File: config.mk
export PLATFORM = sky130hd
export DESIGN_NAME = pixel_bw_filter
export DESIGN_NICKNAME = d
export VERILOG_FILES = /design/src/video_pkg.sv /design/src/pixel_bw_filter.sv
export SDC_FILE = /design/constraint.sdc
export NUM_CORES = 1
export LEC_CHECK = 0
export BUFFER_PORTS_ARGS = -buffer_cell sky130_fd_sc_hd__buf_2
export CAP_MARGIN = 20
export CORE_MARGIN = 2
export CORE_UTILIZATION = 55
export CTS_CLUSTER_SIZE = 10
export DETAILED_ROUTE_END_ITERATION = 7
export GPL_ROUTABILITY_DRIVEN = 0
export PLACE_DENSITY = 0.9
export SLEW_MARGIN = 20
export SYNTH_ARGS = -nofsm -noshare
export SYNTH_HDL_FRONTEND = slang
export SYNTH_SLANG_ARGS = --single-unit
export TNS_END_PERCENT = 100
File: constraint.sdc
create_clock -name clk_sys -period 4.39 [get_ports clk_sys]
set_input_delay 0.2195 -clock clk_sys [delete_from_list [all_inputs] [get_ports clk_sys]]
set_output_delay 0.2195 -clock clk_sys [all_outputs]
set_load 0.02 [all_outputs]
File: src/video_pkg.sv
/*
    Video path definitions
    Colour widths, pixel bundles, scanline modes and the 8-bit colour
    expansion used by the scan doubler
*/
package video_pkg;

    // Game colour depth per channel
    parameter int COLORW  = 4;
    // One extra bit for the two-pixel sum
    parameter int CLROUTW = COLORW + 1;

    typedef logic [CLROUTW-1:0] color_t;

    typedef struct packed {
        color_t r;
        color_t g;
        color_t b;
    } rgb_t;

    // hb and vb are the game blanking flags, active low
    typedef struct packed {
        rgb_t rgb;
        logic hs;
        logic vs;
        logic hb;
        logic vb;
    } pixel_t;

    // Dimming applied to the second copy of a line
    typedef enum logic [1:0] {
        SL_NONE = 2'd0,
        SL_25   = 2'd1,
        SL_50   = 2'd2,
        SL_75   = 2'd3
    } sl_mode_e;

    typedef struct packed {
        logic [7:0] r;
        logic [7:0] g;
        logic [7:0] b;
    } rgb8_t;

    // Top bits of the channel repeat into the low end
    function automatic logic [7:0] extend8(input color_t a);
        logic [4*CLROUTW-1:0] rep;
        rep = {4{a}};
        return rep[4*CLROUTW-1 -: 8];
    endfunction

endpackage

File: src/pixel_bw_filter.sv
/*
    Bandwidth filter
    Samples game video at the pixel enable. With bw_en set each channel is the
    sum of the pixel and the one before it, otherwise the pixel is doubled so
    that both modes share the same scale
*/
module pixel_bw_filter (
    input  logic                         clk_sys,
    input  logic                         arst_n,
    input  logic                         pxl_cen,
    input  logic                         bw_en,
    input  logic [video_pkg::COLORW-1:0] game_r,
    input  logic [video_pkg::COLORW-1:0] game_g,
    input  logic [video_pkg::COLORW-1:0] game_b,
    input  logic                         hs,
    input  logic                         vs,
    input  logic                         lhbl,
    input  logic                         lvbl,
    output video_pkg::pixel_t            pix,
    output logic                         pix_stb
);

    // Last sampled game colour
    logic [video_pkg::COLORW-1:0] prev_r;
    logic [video_pkg::COLORW-1:0] prev_g;
    logic [video_pkg::COLORW-1:0] prev_b;
    video_pkg::rgb_t              sum_rgb;

    function automatic video_pkg::color_t chan_sum(
        input logic [video_pkg::COLORW-1:0] cur,
        input logic [video_pkg::COLORW-1:0] prv,
        input logic                         en
    );
        video_pkg::color_t a;
        video_pkg::color_t b;
        a = video_pkg::color_t'(cur);
        b = en ? video_pkg::color_t'(prv) : a;
        return a + b;
    endfunction

    always_comb begin
        sum_rgb.r = chan_sum(game_r, prev_r, bw_en);
        sum_rgb.g = chan_sum(game_g, prev_g, bw_en);
        sum_rgb.b = chan_sum(game_b, prev_b, bw_en);
    end

    // Colour and sync move together, one clock behind pxl_cen
    always_ff @(posedge clk_sys) begin
        if (pxl_cen) begin
            prev_r  <= game_r;
            prev_g  <= game_g;
            prev_b  <= game_b;
            pix.rgb <= sum_rgb;
            pix.hs  <= hs;
            pix.vs  <= vs;
            pix.hb  <= lhbl;
            pix.vb  <= lvbl;
        end
    end

    always_ff @(posedge clk_sys or negedge arst_n) begin
        if (!arst_n) begin
            pix_stb <= 1'b0;
        end else begin
            pix_stb <= pxl_cen;
        end
    end

endmodule

==> reports/metrics.csv, run 1 <==
metric,value,unit
clk_skew,7.14,ps
drt pass-1 iters,4,
P_leak,0.777,nW
hold depth,1,
Worst path max stage delay,410,ps
CTS Buf Count,5,
Chip Width,55.9,microns
placed cells,158,
Worst-Skew Late Latency,320,ps
die area,3130,sq um
Final Routed Wirelength,2370,microns
Ports,40,
HP Class,in -> reg,
CP Buf/Inv Count,0,
"most common cell after layout, fill and taps aside",buf_2,
vias per cell,5.20,
pwr dens,381,nW/um^2
peak ir drop on the vdd network,0.285,mV
Vias,868,
Worst path top cell family by delay,adder cells,
final worst path period share,41.8,%
clock-pin transition on the worst setup and hold timing paths,90,ps
most frequent CP cell,a21o_1,
post-place instance area,1700,sq um
H-tree Lvls,2,
CTS tree,built,
share of cells above drive strength 1,39.4,%
Clock Tree Buf Depth,2,
vias in the first global route,920,
mean routed wirelength per cell,14.2,microns
1st-iter DRT viols,8,
Starting Density,58.8,%
Post-CTS Resized,0,
DPL Wire Length,1780,microns
PortBufs,39,
fin cells,167,
Sink Count,32,
GRT Util Overall,17.1,%
n_diodes,0,
Final Max Tran Viols,0,
final hold violations,0,
min Tclk post-route,1830,ps
Layout area overhead,18.9,%
CP endpoint kind,register,
first-pass GRT wire length,4020,microns
"Cell Area, Synth",1480,sq um
r2r endpoint,pix[8]$_DFFE_PP_,
FMAX,545,MHz
setup tns final,0,ps
antenna violations before repair,0,
Critical Path AT,1920,ps
DRC,0,
RSZ-0062 raised after global routing,false,
Synth warnings,0,
register area share after synthesis,64.5,%
worst hold start,lhbl,
"Distinct cells, synth",16,
most frequent cells in the layout,"buf_2, edfxtp_1, ha_1",
Worst EP required,4480,ps
largest net degree at the start of global routing,33,
post-CTS setup buffer count,0,
worst-case reg-to-reg path depth,5,
antenna-violating nets left,0,
Rows,18,
syn_area_per_cell,16.5,sq um
r2r setup slk,2560,ps
die span in y,55.9,microns
worst path cell trace,mux2_2 > ha_1 > fa_1 > a21o_1 > a21o_1,
Final Util,69.9,%
Worst Tran Pin Value,693,ps
Synth Net Count,125,
Cells after Synth,90,
final net count,171,
total gr overflow,0,
Slew HR,53.8,%
max-cap viol count,0,
status,finished clean,
# setup viols final,0,
Worst path slowest cell,fa_1,
CP max FO,2,
crit path kind,reg -> reg,
core area,2520,sq um
"flops & latches, synth",32,
startpoint types,register,
"Design Area, Final",1760,sq um
Worst R2R Start,prev_b[0]$_DFFE_PP_,
Root Driver,clkbuf_4,
WHS,74.5,ps
hold-critical path endpoint,pix[1]$_DFFE_PP_,
[metrics by stage]
step | total power, W | setup WS [ps]
after floorplan | 0.000478 | 2580
after global placement | 0.000520 | 2350
after detailed placement | 0.000529 | 2300
after CTS | 0.000680 | 2560
after global routing | 0.000706 | 2510
final | 0.000672 | 2560
[state kept, by name, indices dropped and copies added (netlist names)]
| name | cells |
|---|---|
| prev_r | 4 |
| prev_g | 4 |
| pix_stb | 1 |
| prev_b | 4 |
| pix | 19 |
[synthesized netlist by cell type, drive strengths merged]
library cell | instances | area [sq um]
ha | 12 | 150
dfrtp | 1 | 25.0
edfxtp | 31 | 931
inv | 8 | 30.0
xor2 | 1 | 8.76
o21a | 2 | 15.0
mux2 | 10 | 113
o21ai | 2 | 10.0
nand2b | 2 | 12.5
fa | 3 | 60.1
buf | 1 | 11.3
a21oi | 3 | 15.0
xnor2 | 5 | 43.8
nand2 | 2 | 7.51
nor2b | 2 | 12.5
a21o | 5 | 37.5
[area by class of cell]
class,instances,area [sq um]
sequential,32,956
fill,183,759
multi-input combinational,49,485
timing repair buffer,40,205
clock buffer,7,45.0
tap,30,37.5
inverter,8,30.0
clock inverter,1,3.75
[what timing repair did]
item,CTS,global route
endpoints found under the hold margin,1,0
setup endpoints to repair,0,0
hold buffers,1,0
[per-layer routing]
layer,GRT usage [%],routed length [microns],vias up,share of wire [%]
met5,0,0,-,0
met4,8.50,55,0,2.3
met3,6.51,183,4,7.7
met2,28.2,1170,34,49
met1,19.6,959,409,40
li1,-,-,421,-
[report_power, final]
group          switching (W)  internal, W
registers         0.00000659     0.000375
clock network      0.0000896    0.0000615
logic              0.0000807    0.0000586
total               0.000177     0.000495
[kinds of logic after synthesis]
| logic type | Yosys count | share of synthesized area [%] |
|---|---|---|
| buf+inv | 9 | 2.78 |
| simple gates | 6 | 2.19 |
| fa+ha+maj | 15 | 14.2 |
| xor+xnor | 6 | 3.54 |
| mux | 10 | 7.60 |
| compound gates | 12 | 5.23 |
| flops | 32 | 64.5 |
[worst max path at each step]
stage / startpoint / to / cells past startpoint
finish: prev_b[0]$_DFFE_PP_ / pix[8]$_DFFE_PP_ / 5
global route: prev_b[0]$_DFFE_PP_ / pix[8]$_DFFE_PP_ / 5
CTS: prev_b[0]$_DFFE_PP_ / pix[8]$_DFFE_PP_ / 5
detailed placement: bw_en / pix[8]$_DFFE_PP_ / 6
global placement: bw_en / pix[8]$_DFFE_PP_ / 6
floorplan: bw_en / pix[8]$_DFFE_PP_ / 6
Power figures use the tool's default switching activity.
==> inputs of run 2 (changes only) <==
--- a/config.mk
+++ b/config.mk
@@ -8,11 +8,11 @@
 export BUFFER_PORTS_ARGS = -buffer_cell sky130_fd_sc_hd__buf_2
 export CAP_MARGIN = 20
 export CORE_MARGIN = 2
-export CORE_UTILIZATION = 55
+export CORE_UTILIZATION = 51
 export CTS_CLUSTER_SIZE = 10
 export DETAILED_ROUTE_END_ITERATION = 7
 export GPL_ROUTABILITY_DRIVEN = 0
-export PLACE_DENSITY = 0.9
+export PLACE_DENSITY = 0.85
 export SLEW_MARGIN = 20
 export SYNTH_ARGS = -nofsm -noshare
 export SYNTH_HDL_FRONTEND = slang
==> constraint.sdc (replaced) <==
create_clock -name clk_sys -period 1.8 [get_ports clk_sys]
set_input_delay 0.09 -clock clk_sys [delete_from_list [all_inputs] [get_ports clk_sys]]
set_output_delay 0.09 -clock clk_sys [all_outputs]
set_load 0.02 [all_outputs]
==> run 2 against run 1 <==
Combinational power grew to 2.6 times the previous value. Sequential cell count is the same. First-iteration DRC count increased by 110%. Via count is 6.6% higher. Critical path depth stayed put.
==> reports/metrics.csv, run 2 (synthesized netlist as in run 1, its figures left out) <==
metric,value,unit,change
Final Max Tran Viols,0,,unchanged
n_diodes,0,,unchanged
most frequent CP cell,a21o_1,,
RSZ-0062 raised after global routing,false,,
CTS Buf Count,5,,unchanged
clock-pin transition on the worst setup and hold timing paths,80,ps,about the same
HP Class,in -> reg,,
DRC,0,,unchanged
Worst path slowest cell,edfxtp_1,,
crit path kind,reg -> reg,,
Root Driver,clkbuf_4,,
internal power,0.00128,W,+160%
drt pass-1 iters,2,,-2
"most common cell after layout, fill and taps aside",buf_2,,
largest net degree at the start of global routing,33,,unchanged
sw frac,24.8,%,-1.5 points
vias per cell,4.97,,-4.3%
Final Routed Wirelength,2390,microns,+0.97%
total design power,0.00170,W,+150%
max reg flops,19,,unchanged
Register Area,956,sq um,unchanged
Sink Count,32,,unchanged
min Tclk post-route,1720,ps,-112 ps
antenna-violating nets left,0,,unchanged
Worst R2R Start,prev_b[0]$_DFFE_PP_,,
final worst path period share,95.6,%,+54 points
vias in the first global route,922,,+0.22%
H-tree Lvls,2,,unchanged
1st-iter DRT viols,17,,+9
Rows,19,,+1
area of the multi-input gates,490,sq um,+1.0%
Clock Tree Buf Depth,2,,unchanged
Reg power frac,54.9,%,-1.9 points
Vias,925,,+6.6%
die area,3350,sq um,+7.3%
clock power share,23.6,%,+1.1 points
DPL Wire Length,1650,microns,-7.2%
CTS tree,built,,
most frequent cells in the layout,"buf_2, edfxtp_1, dlygate4sd3_1",,
GRT Util Overall,16.3,%,-0.87 points
Worst path max stage delay,370,ps,-40 ps
post-CTS setup buffer count,0,,unchanged
P_leak,0.857,nW,+10%
Critical path origin,prev_b[0]$_DFFE_PP_,,
CP endpoint kind,register,,
PortBufs,39,,unchanged
peak ir drop on the vdd network,0.705,mV,+150%
final net count,189,,+11%
CP max FO,2,,unchanged
Filler cells,203,,+11%
pwr dens,870,nW/um^2,+130%
core area,2760,sq um,+9.3%
FMAX,581,MHz,+6.5%
mean routed wirelength per cell,12.9,microns,-9.3%
worst path cell trace,mux2_2 > ha_2 > fa_2 > a21o_1 > a21o_1,,
switching power,0.000422,W,+140%
# setup viols final,0,,unchanged
CP Buf/Inv Count,0,,unchanged
die span in y,57.9,microns,+3.6%
Starting Density,53.8,%,-5.0 points
status,finished clean,,
Worst path top cell family by delay,adder cells,,
max-cap viol count,0,,unchanged
Critical Path AT,1790,ps,-130 ps
Chip Width,57.9,microns,+3.6%
total gr overflow,0,,unchanged
Worst-Skew Late Latency,310,ps,about the same
Slew HR,55.3,%,+1.5 points
Logic pwr share,21.4,%,+0.7 points
Ports,40,,unchanged
setup ws final,78.4,ps,-2480 ps
worst hold start,game_b[1],,
Layout area overhead,31.6,%,
antenna violations before repair,0,,unchanged
Worst Tran Pin Value,671,ps,-22.4 ps
clk_skew,8.25,ps,+1.11 ps
Worst EP required,1870,ps,-2610 ps
startpoint types,register,,
worst slack at placement,-17.4,ps,-2320 ps
share of cells above drive strength 1,38.7,%,-0.71 points
Top reg by flops,pix,,
first-pass GRT wire length,3980,microns,-1.0%
final hold violations,0,,unchanged
[run 2: final cells by class]
type / count / share of cell area [%]
clock buffer: 8 / 3.01
tap: 31 / 1.99
multi-input combinational: 49 / 25.1
inverter: 8 / 1.54
sequential: 32 / 49.0
timing repair buffer: 58 / 19.4
[run 2: timing repair]
action                                  4_1_cts  5_1_grt
hold buffers                                 16        0
gates resized for setup                       1        1
endpoints found under the hold margin        16        0
endpoints found under the setup margin        2        2
[run 2: path summary, 6_finish.rpt]
kind	end	slack, ps	cells past startpoint
max in group asynchronous	pix_stb$_DFF_PN0_	1650	2
min in group asynchronous	pix_stb$_DFF_PN0_	70	2
setup / recovery	pix[8]$_DFFE_PP_	80	5
setup reg to reg	pix[8]$_DFFE_PP_	80	5
hold / removal	prev_b[1]$_DFFE_PP_	30	1
hold reg to reg	pix[14]$_DFFE_PP_	680	2
[run 2: per-layer routing]
layer | wire length (microns) | vias up | GRT usage (%) | share of wire (%)
li1 | - | 455 | - | -
met4 | 36 | 0 | 7.97 | 1.5
met5 | 0 | - | 0 | 0
met1 | 969 | 435 | 17.8 | 41
met3 | 159 | 4 | 4.91 | 6.6
met2 | 1230 | 31 | 28.6 | 51
[run 2: through the flow]
stage          area [sq um]  util, %  cells  hold WS [ps]  setup TNS, ps
4_1_cts                1950     70.7    186          19.2              0
2_1_floorplan          1480        -     90          -206              0
5_1_grt                1950     70.8    186          20.4              0
3_5_place_dp           1730     62.7    162          -135          -17.4
3_3_place_gp           1730     62.7    162          -134              0
6_report               1950     70.8    186          32.3              0
[run 2: power by group through the flow]
stage | combinational (W) | clock, W | sequential, W
detailed placement | 0.000340 | 0 | 0.000950
floorplan | 0.000144 | 0 | 0.00102
global placement | 0.000328 | 0 | 0.000947
global route | 0.000400 | 0.000449 | 0.000941
finish | 0.000364 | 0.000401 | 0.000933
CTS | 0.000368 | 0.000419 | 0.000934
